**src/led_pkg.sv**
```systemverilog
// shared definitions for the HUB75 LED matrix driver
// panel geometry defaults, pixel format and command opcodes
package led_pkg;

    localparam int BRIGHTNESS_BITS = 2; // bits per channel, one plane each

    // red in the top bits, blue in the bottom bits
    typedef struct packed {
        logic [BRIGHTNESS_BITS-1:0] r;
        logic [BRIGHTNESS_BITS-1:0] g;
        logic [BRIGHTNESS_BITS-1:0] b;
    } pixel_t;

    // command opcodes
    localparam logic [7:0] CMD_PIXEL      = 8'h50; // 'P' x y colour
    localparam logic [7:0] CMD_BRIGHTNESS = 8'h42; // 'B' plane mask
    localparam logic [7:0] CMD_RGB_ENABLE = 8'h45; // 'E' channel mask

    // top level defaults
    localparam int DEFAULT_COLS           = 64;
    localparam int DEFAULT_ROWS           = 32;
    localparam int DEFAULT_TICKS_PER_BIT  = 9;
    localparam int DEFAULT_BASE_ON_CYCLES = 4;

endpackage

```
**src/pixel_load_if.sv**
```systemverilog
// column load handshake between the scan engine and the pixel fetch unit
interface pixel_load_if import led_pkg::*; #(
    parameter int COL_W = 6,
    parameter int ROW_W = 4
);
    logic             load;   // one cycle pulse
    logic [COL_W-1:0] col;    // held until done
    logic [ROW_W-1:0] row;    // row within the top half
    logic             done;   // one cycle pulse
    pixel_t           top;
    pixel_t           bottom; // row + ROWS/2

    modport scan  (output load, col, row, input done, top, bottom);
    modport fetch (input load, col, row, output done, top, bottom);
endinterface

```
**src/matrix_scan.sv**
```systemverilog
// HUB75 scan engine
// column shift, row latch and binary-weighted output enable per bit plane
module matrix_scan import led_pkg::*; #(
    parameter int COLS           = DEFAULT_COLS,
    parameter int ROWS           = DEFAULT_ROWS,
    parameter int BASE_ON_CYCLES = DEFAULT_BASE_ON_CYCLES
) (
    input  logic                       clk_root,
    input  logic                       rst_n,
    pixel_load_if.scan                 fetch,
    input  logic [2:0]                 rgb_enable,
    input  logic [BRIGHTNESS_BITS-1:0] brightness_enable,
    output logic [2:0]                 rgb_top,
    output logic [2:0]                 rgb_bottom,
    output logic [$clog2(ROWS/2)-1:0]  row_addr,
    output logic                       pixel_clk,
    output logic                       row_latch,
    output logic                       output_enable_n
);
    localparam int COL_W   = $clog2(COLS);
    localparam int ROW_W   = $clog2(ROWS / 2);
    localparam int PLANE_W = (BRIGHTNESS_BITS > 1) ? $clog2(BRIGHTNESS_BITS) : 1;
    localparam int ON_W    = $clog2((BASE_ON_CYCLES << (BRIGHTNESS_BITS - 1)) + 1);

    typedef enum logic [2:0] {
        S_LOAD, S_WAIT, S_SETUP, S_CLK, S_ADDR, S_LATCH, S_ON
    } state_t;

    state_t             state;
    logic [COL_W-1:0]   col_q;
    logic [ROW_W-1:0]   row_q;
    logic [PLANE_W-1:0] plane_q;
    logic [ON_W-1:0]    on_cnt;

    // current plane bit of each channel, gated by both masks
    function automatic logic [2:0] plane_bits(pixel_t px);
        logic plane_on;
        plane_on = brightness_enable[plane_q];
        return {px.r[plane_q], px.g[plane_q], px.b[plane_q]} & rgb_enable & {3{plane_on}};
    endfunction

    always_ff @(posedge clk_root) begin
        if (!rst_n) begin
            state    <= S_LOAD;
            col_q    <= '0;
            row_q    <= '0;
            plane_q  <= '0;
            on_cnt   <= '0;
            row_addr <= '0;
        end else begin
            case (state)
                S_LOAD:  state <= S_WAIT;
                S_WAIT:  if (fetch.done) state <= S_SETUP; // stall until pixels arrive
                S_SETUP: state <= S_CLK;
                S_CLK: begin
                    if (col_q == COL_W'(COLS - 1)) begin
                        col_q    <= '0;
                        row_addr <= row_q; // settles while OE is still off
                        state    <= S_ADDR;
                    end else begin
                        col_q <= col_q + 1'b1;
                        state <= S_LOAD;
                    end
                end
                S_ADDR: state <= S_LATCH;
                S_LATCH: begin
                    on_cnt <= ON_W'((BASE_ON_CYCLES << plane_q) - 1);
                    state  <= S_ON;
                end
                default: begin
                    if (on_cnt != '0) begin
                        on_cnt <= on_cnt - 1'b1;
                    end else begin
                        state <= S_LOAD;
                        if (plane_q == PLANE_W'(BRIGHTNESS_BITS - 1)) begin
                            plane_q <= '0;
                            row_q   <= (row_q == ROW_W'(ROWS / 2 - 1)) ? '0 : row_q + 1'b1;
                        end else begin
                            plane_q <= plane_q + 1'b1;
                        end
                    end
                end
            endcase
        end
    end

    // shift data, held through the pixel clock cycle
    always_ff @(posedge clk_root) begin
        if (state == S_WAIT && fetch.done) begin
            rgb_top    <= plane_bits(fetch.top);
            rgb_bottom <= plane_bits(fetch.bottom);
        end
    end

    assign fetch.load      = (state == S_LOAD);
    assign fetch.col       = col_q;
    assign fetch.row       = row_q;
    assign pixel_clk       = (state == S_CLK);
    assign row_latch       = (state == S_LATCH);
    assign output_enable_n = (state != S_ON);

    // fetch answers only a pending load
    a_done_in_wait: assert property (@(posedge clk_root) disable iff (!rst_n)
        fetch.done |-> state == S_WAIT);
endmodule

```
**src/flat_wrapper.sv**
```systemverilog
// flat-port wrapper written by rule: the top's interface ports become plain ports
module matrix_scan_flat import led_pkg::*;
#(
    parameter int COLS           = DEFAULT_COLS,
    parameter int ROWS           = DEFAULT_ROWS,
    parameter int BASE_ON_CYCLES = DEFAULT_BASE_ON_CYCLES
)
  (clk_root, rst_n, rgb_enable, brightness_enable, rgb_top, rgb_bottom, row_addr, pixel_clk, row_latch, output_enable_n, fetch_load, fetch_col, fetch_row, fetch_done, fetch_top, fetch_bottom);
  pixel_load_if fetch_i ();
  input  logic clk_root;
  input  logic rst_n;
  input  logic [2:0] rgb_enable;
  input  logic [BRIGHTNESS_BITS-1:0] brightness_enable;
  output logic [2:0] rgb_top;
  output logic [2:0] rgb_bottom;
  output logic [$clog2(ROWS/2)-1:0] row_addr;
  output logic pixel_clk;
  output logic row_latch;
  output logic output_enable_n;
  output wire logic [$bits(fetch_i.load)-1:0] fetch_load;
  output wire logic [$bits(fetch_i.col)-1:0] fetch_col;
  output wire logic [$bits(fetch_i.row)-1:0] fetch_row;
  input wire logic [$bits(fetch_i.done)-1:0] fetch_done;
  input wire logic [$bits(fetch_i.top)-1:0] fetch_top;
  input wire logic [$bits(fetch_i.bottom)-1:0] fetch_bottom;
  assign fetch_load = fetch_i.load;
  assign fetch_col = fetch_i.col;
  assign fetch_row = fetch_i.row;
  assign fetch_i.done = fetch_done;
  assign fetch_i.top = fetch_top;
  assign fetch_i.bottom = fetch_bottom;
  matrix_scan #(.COLS(COLS), .ROWS(ROWS), .BASE_ON_CYCLES(BASE_ON_CYCLES)) u_core (.clk_root(clk_root), .rst_n(rst_n), .fetch(fetch_i), .rgb_enable(rgb_enable), .brightness_enable(brightness_enable), .rgb_top(rgb_top), .rgb_bottom(rgb_bottom), .row_addr(row_addr), .pixel_clk(pixel_clk), .row_latch(row_latch), .output_enable_n(output_enable_n));
endmodule
```
**config.mk**
```make
export PLATFORM = sky130hd
export DESIGN_NAME = matrix_scan_flat
export DESIGN_NICKNAME = d
export VERILOG_FILES = /design/src/led_pkg.sv /design/src/pixel_load_if.sv /design/src/matrix_scan.sv /design/src/flat_wrapper.sv
export SDC_FILE = /design/constraint.sdc
export NUM_CORES = 1
export LEC_CHECK = 0
export BUFFER_PORTS_ARGS = -buffer_cell sky130_fd_sc_hd__buf_2
export CORE_MARGIN = 2
export CORE_UTILIZATION = 25
export CTS_BUF_LIST = sky130_fd_sc_hd__clkbuf_4 sky130_fd_sc_hd__clkbuf_8
export DETAILED_ROUTE_END_ITERATION = 12
export PLACE_DENSITY_LB_ADDON = 0.15
export SETUP_SLACK_MARGIN = 0.02
export SLEW_MARGIN = 20
export SYNTH_ARGS = -nofsm -noshare
export SYNTH_HDL_FRONTEND = slang
export SYNTH_SLANG_ARGS = --single-unit
```
**constraint.sdc**
```tcl
create_clock -name clk_root -period 3.2 [get_ports clk_root]
set_clock_uncertainty 0.2 [all_clocks]
set_input_delay 0.64 -clock clk_root [delete_from_list [all_inputs] [get_ports clk_root]]
set_output_delay 0.64 -clock clk_root [all_outputs]
set_load 0.005 [all_outputs]
```
Word-level counts from Yosys, hierarchy flattened
Index checks and enable logic that the tools add are counted.
- equal/unequal tests: 10
- muxes and demuxes: 23
- shift-type cells: 1
- reduce and logical (&&, ||, !) cells: 11
- bitwise gates (word level): 7
- div/mod/pow operators: 0
- add/subtract/negate cells: 5
- order comparisons: 1
- $mul: 0
- operator list (operator ; count):
    $pmux 3 s6 ; 1
    $mux 1 ; 15
    $and 3x3->3 ; 4
    $mux 3 ; 3
    $mux 4 ; 2
    $pmux 4 s2 ; 1
    $reduce_and 2->1 ; 4
    $ne 7x7->1 const B ; 1
    $add 6x1->6 const B ; 1
    $eq 3x2->1 const B ; 2
    $eq 3x3->1 const B ; 2
    $eq 6x6->1 const B ; 1
    $mux 6 ; 1
    $reduce_or 6->1 ; 1
    $reduce_or 5->1 ; 1
    $add 4x1->4 const B ; 1
    $eq 4x4->1 const B ; 1
    $reduce_bool 4->1 ; 1
    $shl 3x1->4 const A ; 1
    $sub 4x1->4 const B ; 1
    $sub 4x2->4 const B ; 1
    $eq 3x1->1 const B ; 1
    $logic_not 3->1 ; 1
    $ne 3x3->1 const B ; 1
    7 further kinds ; 9
- bits in writable memories: 0
- memories kept: 0
- bits in registers: 28
- word-level logic and storage cells: 66
- output and inout port bits: 24
- bits in read-only memories: 0
- bits of input ports: 20
- bits in latches: 0

Longest topological paths before layout
Gate-level depths: netlist (run 1).
- depth after elaboration: 4
- depth in mapped cells: 6

Least setup slack after synthesis (run 1)
Ideal clock, no wire load.
- kind: register to register
- start: reg u_core.state[0]
- end: reg u_core.rgb_bottom[0] (enable)
- arrival time: 1.383 ns
- buffers on the path: 1
- cell stages (with the launch flop): 3
- library setup time: 0.386 ns
- period minus slack after synthesis: 1.968 ns
- required time: 2.614 ns
- path slack: 1.232 ns
- cells stage by stage: dfxtp_1 > clkbuf_1 > nor4bb_1
- longest elaborated chain between the ends: 2
- RTL lines (item ; RTL line ; RTL):
    from (decl) ; matrix_scan.sv:29 ; state_t state;
    from (signal assigned) ; matrix_scan.sv:44 ; state <= S_LOAD;
    from (signal assigned) ; matrix_scan.sv:52 ; S_LOAD: state <= S_WAIT;
    from (signal assigned) ; matrix_scan.sv:53 ; S_WAIT: if (fetch.done) state <= S_SETUP;
    $eq 3x1->1 ; matrix_scan.sv:89 ; if (state == S_WAIT && fetch.done) begin
    $logic_and 1x1->1 ; matrix_scan.sv:89 ;
    to (signal assigned) ; matrix_scan.sv:91 ; rgb_bottom <= plane_bits(fetch.bottom);
    to (decl) ; matrix_scan.sv:14 ; output logic [2:0] rgb_bottom,
No other way between the ends.
A chain may end at the register's enable or synchronous reset.

Final worst setup path (run 1)
- start: reg u_core.state[1]
- end: out output_enable_n
- longest elaborated chain between the ends: 1
- RTL lines (item ; RTL line ; RTL):
    $ne 3x3->1 ; matrix_scan.sv:100 ; assign output_enable_n = (state != S_ON);
    to (decl) ; flat_wrapper.sv:19 ; output logic output_enable_n;
No other way between the ends.

==> impl_results.md, run 1 <==
* CTS tree: built
* Number of synthesized flops with an enable pin at 6
* Vias post-DR at 1,294
* Starting DRC count in detailed routing at 31
* Die area at 6430 um2
* Avg Cell Area, Syn at 8.90 um2
* CTS sink count at 28
* Final worst-path cycle share at 0.749
* Synth Area in Compound Gates at 0.163
* WHS Endpoint: u_core.row_addr[3]
* Worst-path fanout max at 21
* Worst reg-to-reg path cell count at 5
* Design area at 1790 um2
* Area after DPL at 1720 um2
* WHS Path Cells at 2
* Area Growth Syn to Fin at 23.6%
* Max_slew headroom at 0.523
* First-pass GRT wire length at 5.40 mm
* Slowest stage cell, crit path: dfxtp_1
* Final global-route overflow total at 0
* Final ANT Viol Nets at 0
* Crit-path max cell delay at 780 ps
* RSZ-0062 raised after global routing: no
* Post-synthesis cell count at 163
* Total CTS buffers at 3
* Critical path startpoint category: flip-flop
* Share of cells above drive strength 1 at 0.251
* Top cells by count, synth: dfxtp_1 (22), nand2_1 (22), o21ai_0 (16)
* Reg area at 621 um2
* Postcts setup bufs at 0
* Synth Flop Type: dfxtp_1
* Synthesized cell area at 1450 um2
* Area of the multi-input gates at 771 um2
* Placed Cells at 271
* Pleak at 0.782 nW
* Worst path depth at 3
* Setup TNS at 0 ps
* Critical Path Sink Type: output port
* Core ar. at 5540 um2
* Synthesized flop and latch total at 28
* # hold bufs at CTS at 0
* Post-synth top area share at 0.303
* Status: complete, no violations
* Synth area leaders: dfxtp_1 (30%), edfxtp_1 (12%), nand2_1 (5.7%)
* DR vias/cell at 4.71
* Input/output buffers at 43
* Fin nets at 227
* Max-slew violation count at 0
* Initial antenna violation count at 0
* # DRC at 0
* Post-CTS sizing at 0
* Synth cell types at 39
* Row cnt at 27
* Slew at the pin with the worst max-slew slack at 713 ps
* Post-Place Worst Slack at 1110 ps
* Initial Util at 0.262
* Crit-path cells: and2_1 > nand2b_1 > buf_2
* Chip height at 80.2 um
* Fin crit period at 2400 ps
* Final Hold Fails at 0
* FF-to-FF End: u_core.fetch.row[3]
* Total chip power at 0.711 mW
* Max cap viols at 0
* Drt first pass iters at 4
* Final WS setup at 804 ps
* Cell family with most CP delay: flip-flops
* Register area share after synthesis at 0.428
* Simple-gate share of the synthesized area at 0.282
* WS Path Type: flip-flop to output port
* Largest net degree at the start of global routing at 22
* Chip Width at 80.2 um
* Hold path startpoint: u_core.row_addr[3]
* Combinational family with the most area after synthesis: simple AND/OR/NAND/NOR gates
* Register clock-pin slew on the reported worst setup and hold paths at 100 ps
* Root cell of the clock tree: clkbuf_8
* Post-synth ARST share at 0
* Vias in the first global route at 1,115
* Worst r2r src: u_core.on_cnt[0]
* Fillers at 605
* Worst IR Drop VDD at 0.128 mV
* Final std cells w/o fill at 275
* Worst Path Arrival at 1560 ps
* Adder-Cell Fraction of Synth Area at 0.0259
* Crit path buffers/inverters at 1
* Xor/xnor share of the synthesized area at 0.0121
* Mux share of post-synthesis cell area at 0.0483
* H-tree Lvls at 1
* Routed len/inst at 12.0 um
* GP Congestion at 0.729
* Reg2reg setup slack at 1170 ps
* CTS max path bufs at 2
* Ports at 44
* Dpl hpwl at 2.34 mm
* Pwr/cell area at 396 nW/um2
* Critical Path RT at 2360 ps
* Clk_lat worst skew at 270 ps
* Synth area leader: dfxtp_1
* Final WL at 3.29 mm
* Hold Crit Class: flip-flop to flip-flop
* Gr usage total at 0.106
* Setup violations, final at 0
* Syn Nets at 186
* FMAX at 417 MHz
* Synth Warn # at 0
* Ant diodes at 0
where the power goes:
part           switching [mW]  internal, mW
registers              0.0143         0.368
logic                  0.0231        0.0263
clock network           0.112         0.168
state kept, by name (all words and copies together) (netlist names):
register	flops
u_core.fetch.col	6
u_core.fetch.row	4
u_core.on_cnt	4
u_core.row_addr	4
u_core.rgb_bottom	3
u_core.rgb_top	3
u_core.state	3
u_core.plane_q	1
stage by stage:
| step | hold slack, ps | util |
|---|---|---|
| floorplan | 251 | - |
| detailed placement | 250 | 0.311 |
| global route | 291 | 0.324 |
| finish | 259 | 0.324 |
| CTS | 268 | 0.324 |
| global placement | 246 | 0.311 |
cell families after synthesis:
family | count (synthesis)
simple gates | 71
fa+ha+maj | 3
flops | 28
mux | 7
xor+xnor | 2
buf+inv | 13
compound gates | 39
worst max path at each step:
stage / start / to / slack, ps
after floorplan: u_core.state[0] / u_core.rgb_bottom[0] / 1230
after global placement: u_core.state[1] / row_latch / 1150
after detailed placement: u_core.state[1] / output_enable_n / 1110
after CTS: u_core.state[1] / output_enable_n / 790
after global routing: u_core.state[1] / pixel_clk / 640
final: u_core.state[1] / output_enable_n / 800
metal layers:
| metal | track usage | part of all wire | up-vias |
|---|---|---|---|
| li1 | - | - | 671 |
| met3 | 0.0180 | 0.065 | 4 |
| met4 | 0.0458 | 0.014 | 0 |
| met2 | 0.158 | 0.42 | 37 |
| met5 | 0 | 0 | - |
| met1 | 0.148 | 0.50 | 582 |
cells in the final DEF (no fill, tap or decap), drive strengths merged, types with 3 or more instances in the layout:
| master | instances |
|---|---|
| or3 | 5 |
| a211oi | 3 |
| and2 | 7 |
| clkbuf | 3 |
| dfxtp | 22 |
| a21oi | 10 |
| nand2 | 22 |
| nor3 | 4 |
| nand2b | 3 |
| mux2i | 7 |
| edfxtp | 6 |
| ha | 3 |
| inv | 5 |
| nand3 | 14 |
| o21ai | 16 |
| buf | 44 |
worst reg2reg max path, cell delays in order, from the launching register on:
cell     delay, ps
dfxtp_1        350
inv_1           60
ha_1           200
or3b_1         530
or4_1          560
o21ai_0         70
layout make-up:
class	instances	share of cell area
clock buffers	3	0.0230
clock inverters	1	0.0167
inverters	5	0.0105
multi-input cells	122	0.430
flip-flops and latches	28	0.346
well taps	72	0.0502
repair buffers	44	0.124
Power figures use the tool's default switching activity.
==> run 2: changes to the inputs <==
--- a/config.mk
+++ b/config.mk
@@ -5,6 +5,7 @@
 export SDC_FILE = /design/constraint.sdc
 export NUM_CORES = 1
 export LEC_CHECK = 0
+export ABC_AREA = 1
 export BUFFER_PORTS_ARGS = -buffer_cell sky130_fd_sc_hd__buf_2
 export CORE_MARGIN = 2
 export CORE_UTILIZATION = 25
==> constraint.sdc (replaced) <==
create_clock -name clk_root -period 2.2 [get_ports clk_root]
set_clock_uncertainty 0.2 [all_clocks]
set_input_delay 0.44 -clock clk_root [delete_from_list [all_inputs] [get_ports clk_root]]
set_output_delay 0.44 -clock clk_root [all_outputs]
set_load 0.005 [all_outputs]
==> impl_results.md, run 2 <==
* P_sw at 0.214 mW (+44%)
* Met2 Usage GRT at 0.168 (+0.0100)
* Reg area at 621 um2 (unchanged)
* CTS sink count at 28 (unchanged)
* Root cell of the clock tree: clkbuf_8
* Combinational family with the most area after synthesis: simple AND/OR/NAND/NOR gates
* Start point of the critical path: u_core.state[2]
* Fin nets at 258 (+14%)
* Vias in the first global route at 1,150 (+3.1%)
* Synth Area in Compound Gates at 0.0862 (-0.0768)
* Post-synthesis cell count at 187 (+15%)
* Top cells by count, synth: nand2_1 (42), nor2_1 (30), inv_1 (28)
* Post-synth ARST share at 0 (unchanged)
* Hold_ws at 288 ps (+29.1 ps)
* Fillers at 598 (-1.2%)
* Internal Power at 0.729 mW (+30%)
* Largest net degree at the start of global routing at 16 (-27%)
* FMAX at 531 MHz
* Status: complete, no violations
* Synth area leader: dfxtp_1
* FF-to-FF End: u_core.fetch.row[2]
* Xor/xnor share of the synthesized area at 0.0126 (+0.000498)
* Number of synthesized flops with an enable pin at 6 (unchanged)
* Max-slew violation count at 0 (unchanged)
* Dpl hpwl at 2.42 mm (+3.8%)
* Share of power burned in registers at 0.573 (+0.035)
* Most common cell after layout, fill and taps aside: buf_2
* Worst reg-to-reg path cell count at 8 (+3)
* GP Congestion at 0.759 (+4.0%)
* Setup violations, final at 0 (unchanged)
* # DRC at 0 (unchanged)
* Adder-Cell Fraction of Synth Area at 0.0269 (+0.00107)
* Critical Path RT at 1560 ps (-800 ps)
* Max_slew headroom at 0.656 (+0.132)
* Most frequent cells in the layout: buf_2 (43), nand2_1 (42), nor2_1 (30)
* DR vias/cell at 4.20 (-11%)
* Fin crit period at 1880 ps
* First-pass GRT wire length at 5.08 mm (-6.0%)
* Routed len/inst at 10.1 um (-15%)
* Max cap viols at 0 (unchanged)
* Post-CTS sizing at 0 (unchanged)
* Comb pwr share at 0.082 (+0.012)
* Final WL at 3.10 mm (-6.0%)
* Row cnt at 27 (unchanged)
* Drt first pass iters at 4 (unchanged)
* Starting DRC count in detailed routing at 24 (-23%)
* Slew at the pin with the worst max-slew slack at 502 ps (-211 ps)
* Final global-route overflow total at 0 (unchanged)
* Input/output buffers at 43 (unchanged)
* Worst Path Arrival at 1240 ps (-320 ps)
* CTS tree: built
* Syn Nets at 210 (+13%)
* Simple-gate share of the synthesized area at 0.294 (+0.0125)
* Area of the multi-input gates at 656 um2 (-15%)
* Avg Cell Area, Syn at 7.45 um2 (-16%)
* GR Util met3 at 0.0184 (+0.000413)
* H-tree Lvls at 1 (unchanged)
* CTS max path bufs at 2 (unchanged)
* Synth Flop Type: dfxtp_1
* Setup TNS at 0 ps (unchanged)
* RSZ-0062 raised after global routing: no
* Share of cells above drive strength 1 at 0.235 (-0.0162)
* Final worst-path cycle share at 0.857
* Worst IR Drop VDD at 0.227 mV (+77%)
* Clk_lat worst skew at 280 ps (about the same)
* Critical Path Sink Type: output port
* Gr usage total at 0.102 (-0.00346)
* Area Growth Syn to Fin at 26.3%
* Sw Ratio at 0.227 (+0.0171)
* Total CTS buffers at 3 (unchanged)
* Register clock-pin slew on the reported worst setup and hold paths at 100 ps (about the same)
* Postcts setup bufs at 0 (unchanged)
* Synth Warn # at 0 (unchanged)
* WS Path Type: flip-flop to output port
* Gr busiest metal: met2
* Design area at 1760 um2 (-1.9%)
* # hold bufs at CTS at 0 (unchanged)
* Clock Power Share at 0.345 (-0.048)
* Ant diodes at 0 (unchanged)
* Initial antenna violation count at 0 (unchanged)
* Post-synth top area share at 0.316 (+0.0125)
* Synth cell types at 23 (-41%)
* Chip Width at 78.7 um (-1.9%)
* Critical path startpoint category: flip-flop
* Chip height at 78.7 um (-1.9%)
* Initial Util at 0.256 (-0.00570)
* Area after DPL at 1710 um2 (-1.0%)
* Number of flip-flops in the largest register at 6 (unchanged)
* Core ar. at 5440 um2 (-1.8%)
* Pleak at 0.817 nW (+4.4%)
* Die area at 6190 um2 (-3.8%)
* Synthesized flop and latch total at 28 (unchanged)
* Worst Setup EP: output_enable_n
* Synthesized cell area at 1390 um2 (-4.0%)
* Vias post-DR at 1,286 (-0.62%)
* Synth area leaders: dfxtp_1 (32%), edfxtp_1 (13%), nand2_1 (11%)
* Register area share after synthesis at 0.445 (+0.0177)
* Reg2reg setup slack at 650 ps (-520 ps)
* Final Util at 0.324 (about the same)
* Final Hold Fails at 0 (unchanged)
* Worst r2r src: u_core.on_cnt[0]
* Ports at 44 (unchanged)
* Worst-path fanout max at 5 (-76%)
* Most common cell in the synthesized netlist: nand2_1
* Final ANT Viol Nets at 0 (unchanged)
* Hold Crit Class: flip-flop to flip-flop
* Met1 Resource Use GR at 0.135 (-0.0127)
* Pwr/cell area at 536 nW/um2 (+35%)
* Mux share of post-synthesis cell area at 0.0503 (+0.00199)
run 2: cell families after synthesis:
family / Yosys count
mux: 7
flops: 28
buf+inv: 31
simple gates: 93
compound gates: 23
fa+ha+maj: 3
xor+xnor: 2
run 2: final cells by class:
type	count	share of cell area
clock buffer	4	0.0313
inverter	29	0.0618
multi-input combinational	128	0.372
sequential	28	0.353
tap	72	0.0512
timing repair buffer	45	0.131
run 2: power by group through the flow:
| stage | Clock [mW] | Sequential, mW | Combinational [mW] |
|---|---|---|---|
| 3_3_place_gp | 0 | 0.553 | 0.0785 |
| 4_1_cts | 0.336 | 0.541 | 0.0787 |
| 3_5_place_dp | 0 | 0.553 | 0.0784 |
| 5_1_grt | 0.366 | 0.543 | 0.0894 |
| 6_report | 0.326 | 0.541 | 0.0770 |
| 2_1_floorplan | 0 | 0.553 | 0.0404 |
run 2: worst max-delay path, stage by stage, from the launching register on:
cell	delay [ps]
dfxtp_1	470
nand2_1	140
inv_1	150
nand2_1	90
buf_2	130
run 2: how the worst min path moves through the flow:
stage | from | to | slack [ps] | cells past startpoint
detailed placement | u_core.row_addr[1] | u_core.row_addr[1] | 270 | 2
CTS | u_core.row_addr[1] | u_core.row_addr[1] | 290 | 2
global placement | u_core.row_addr[2] | u_core.row_addr[2] | 270 | 2
global route | u_core.on_cnt[1] | u_core.on_cnt[1] | 320 | 2
finish | u_core.row_addr[1] | u_core.row_addr[1] | 290 | 2
floorplan | u_core.on_cnt[1] | u_core.on_cnt[1] | 270 | 2
run 2: stage by stage:
step	cells	total power, mW	setup WS [ps]
after CTS	306	0.956	327
final	306	0.944	315
after global routing	306	0.999	230
after floorplan	187	0.593	652
after global placement	302	0.632	639
after detailed placement	302	0.632	629
run 2: metal layers:
layer	up-vias	share of wire
met4	0	0.014
met3	4	0.032
met5	-	0
met2	23	0.46
met1	571	0.49
li1	688	-
==> run 3: changes to the inputs <==
--- a/config.mk
+++ b/config.mk
@@ -11,7 +11,9 @@
 export CORE_UTILIZATION = 25
 export CTS_BUF_LIST = sky130_fd_sc_hd__clkbuf_4 sky130_fd_sc_hd__clkbuf_8
 export DETAILED_ROUTE_END_ITERATION = 12
+export GPL_TIMING_DRIVEN = 1
 export PLACE_DENSITY_LB_ADDON = 0.15
+export REMOVE_ABC_BUFFERS = 1
 export SETUP_SLACK_MARGIN = 0.02
 export SLEW_MARGIN = 20
 export SYNTH_ARGS = -nofsm -noshare
==> impl_results.md, run 3 (synthesis gave the netlist of run 2 again) <==
* Initial Util at 0.256 (unchanged)
* Chip height at 78.7 um (unchanged)
* WS Path Type: flip-flop to output port
* Met1 Resource Use GR at 0.132 (-0.00311)
* Sw Ratio at 0.224 (-0.00319)
* Most common cell after layout, fill and taps aside: buf_2
* Design area at 1750 um2 (-0.36%)
* Worst IR Drop VDD at 0.205 mV (-9.9%)
* Clock Power Share at 0.325 (-0.020)
* Slew at the pin with the worst max-slew slack at 493 ps (-9.30 ps)
* CTS sink count at 28 (unchanged)
* Fin nets at 258 (unchanged)
* CTS max path bufs at 2 (unchanged)
* Gr busiest metal: met2
* Initial antenna violation count at 0 (unchanged)
* Postcts setup bufs at 0 (unchanged)
* Setup violations, final at 0 (unchanged)
* Area Growth Syn to Fin at 25.9%
* First-pass GRT wire length at 5.27 mm (+3.8%)
* Ant diodes at 0 (unchanged)
* # hold bufs at CTS at 0 (unchanged)
* Root cell of the clock tree: clkbuf_8
* Max cap viols at 0 (unchanged)
* Internal Power at 0.711 mW (-2.5%)
* GR Util met3 at 0.0276 (+0.00920)
* Final std cells w/o fill at 306 (unchanged)
* Die area at 6190 um2 (unchanged)
* Slowest stage cell, crit path: dfxtp_1
* Crit path buffers/inverters at 2 (unchanged)
* DR vias/cell at 4.21 (+0.16%)
* Pwr/cell area at 522 nW/um2 (-2.6%)
* Area after DPL at 1710 um2 (unchanged)
* Worst-path fanout max at 5 (unchanged)
* Max-slew violation count at 0 (unchanged)
* Chip Width at 78.7 um (unchanged)
* FMAX at 536 MHz (+1.1%)
* Clk_lat worst skew at 270 ps (about the same)
* GP Congestion at 0.782 (+3.0%)
* Final WL at 3.18 mm (+2.6%)
* Core ar. at 5440 um2 (unchanged)
* Vias post-DR at 1,288 (+0.16%)
* Crit-path most repeated cell: nand2_1
* Hold Crit Class: flip-flop to flip-flop
* Gr usage total at 0.107 (+0.00452)
* Fin crit period at 1860 ps (-20.6 ps)
* Pleak at 0.814 nW (-0.32%)
* Dpl hpwl at 2.54 mm (+4.8%)
* Max_slew headroom at 0.662 (+0.00638)
* Cell family with most CP delay: flip-flops
* Drt first pass iters at 4 (unchanged)
* CTS tree: built
* Status: complete, no violations
* P_sw at 0.205 mW (-4.3%)
* Input/output buffers at 43 (unchanged)
* # DRC at 0 (unchanged)
* Ports at 44 (unchanged)
* Number of flip-flops in the largest register at 6 (unchanged)
* Met2 Usage GRT at 0.176 (+0.00769)
* Critical path startpoint category: flip-flop
* Total CTS buffers at 3 (unchanged)
* Final Hold Fails at 0 (unchanged)
* Comb pwr share at 0.084 (+0.002)
* Routed len/inst at 10.4 um (+2.6%)
* Vias in the first global route at 1,170 (+1.7%)
* Crit-path max cell delay at 460 ps (about the same)
* Crit-path cells: nand2_1 > inv_1 > nand2_1 > buf_2
* Final ANT Viol Nets at 0 (unchanged)
* Largest net degree at the start of global routing at 16 (unchanged)
* Critical Path Sink Type: output port
* Row cnt at 27 (unchanged)
* Critical Path RT at 1560 ps (about the same)
* Final global-route overflow total at 0 (unchanged)
* RSZ-0062 raised after global routing: no
* Worst Path Arrival at 1220 ps (-20 ps)
* Register clock-pin slew on the reported worst setup and hold paths at 90 ps (about the same)
* Starting DRC count in detailed routing at 30 (+25%)
* Share of power burned in registers at 0.591 (+0.018)
* Final worst-path cycle share at 0.847 (-0.00935)
* Setup TNS at 0 ps (unchanged)
* Share of cells above drive strength 1 at 0.235 (unchanged)
* Post-CTS sizing at 0 (unchanged)
* Most frequent cells in the layout: buf_2 (43), nand2_1 (42), nor2_1 (30)
* H-tree Lvls at 1 (unchanged)
* Placed Cells at 302 (unchanged)
run 3: final timing paths:
path	start	end	cells past startpoint	slack [ps]
worst max-delay path	u_core.state[2]	output_enable_n	4	340
worst max register to register	u_core.on_cnt[0]	u_core.fetch.row[1]	7	610
worst min-delay path	u_core.row_addr[2]	u_core.row_addr[2]	2	290
worst min register to register	u_core.row_addr[2]	u_core.row_addr[2]	2	290
run 3: power groups by stage:
stage                     clock [mW]  combinational, mW  sequential (mW)
final                          0.298             0.0771            0.541
after detailed placement           0             0.0791            0.554
after global placement             0             0.0792            0.554
after global routing           0.334             0.0894            0.544
after CTS                      0.310             0.0793            0.542
after floorplan                    0             0.0388            0.553
run 3: worst reg2reg max path, stage by stage (launching register included):
cell	delay [ps]
dfxtp_1	310
inv_1	110
ha_1	220
nand2_1	100
nor2_1	170
nand2_1	150
o21ai_0	180
nor2_1	60
run 3: through the flow:
step | setup slack (ps) | total power, mW | hold WS (ps) | utilization
floorplan | 652 | 0.592 | 270 | -
global placement | 597 | 0.633 | 261 | 0.314
detailed placement | 620 | 0.633 | 270 | 0.314
CTS | 329 | 0.931 | 293 | 0.323
global route | 236 | 0.967 | 314 | 0.323
finish | 336 | 0.916 | 289 | 0.323
run 3: final cells by class:
| type | count | area (um2) |
|---|---|---|
| fillers | 613 | 3680 |
| flip-flops and latches | 28 | 621 |
| inverters | 29 | 109 |
| repair buffers | 45 | 230 |
| well taps | 72 | 90.1 |
| multi-input cells | 128 | 656 |
| clock buffers | 4 | 48.8 |
run 3: per-layer routing:
| layer | vias up | share of wire |
|---|---|---|
| met4 | 0 | 0.014 |
| met2 | 17 | 0.49 |
| met5 | - | 0 |
| met1 | 575 | 0.46 |
| li1 | 691 | - |
| met3 | 5 | 0.041 |
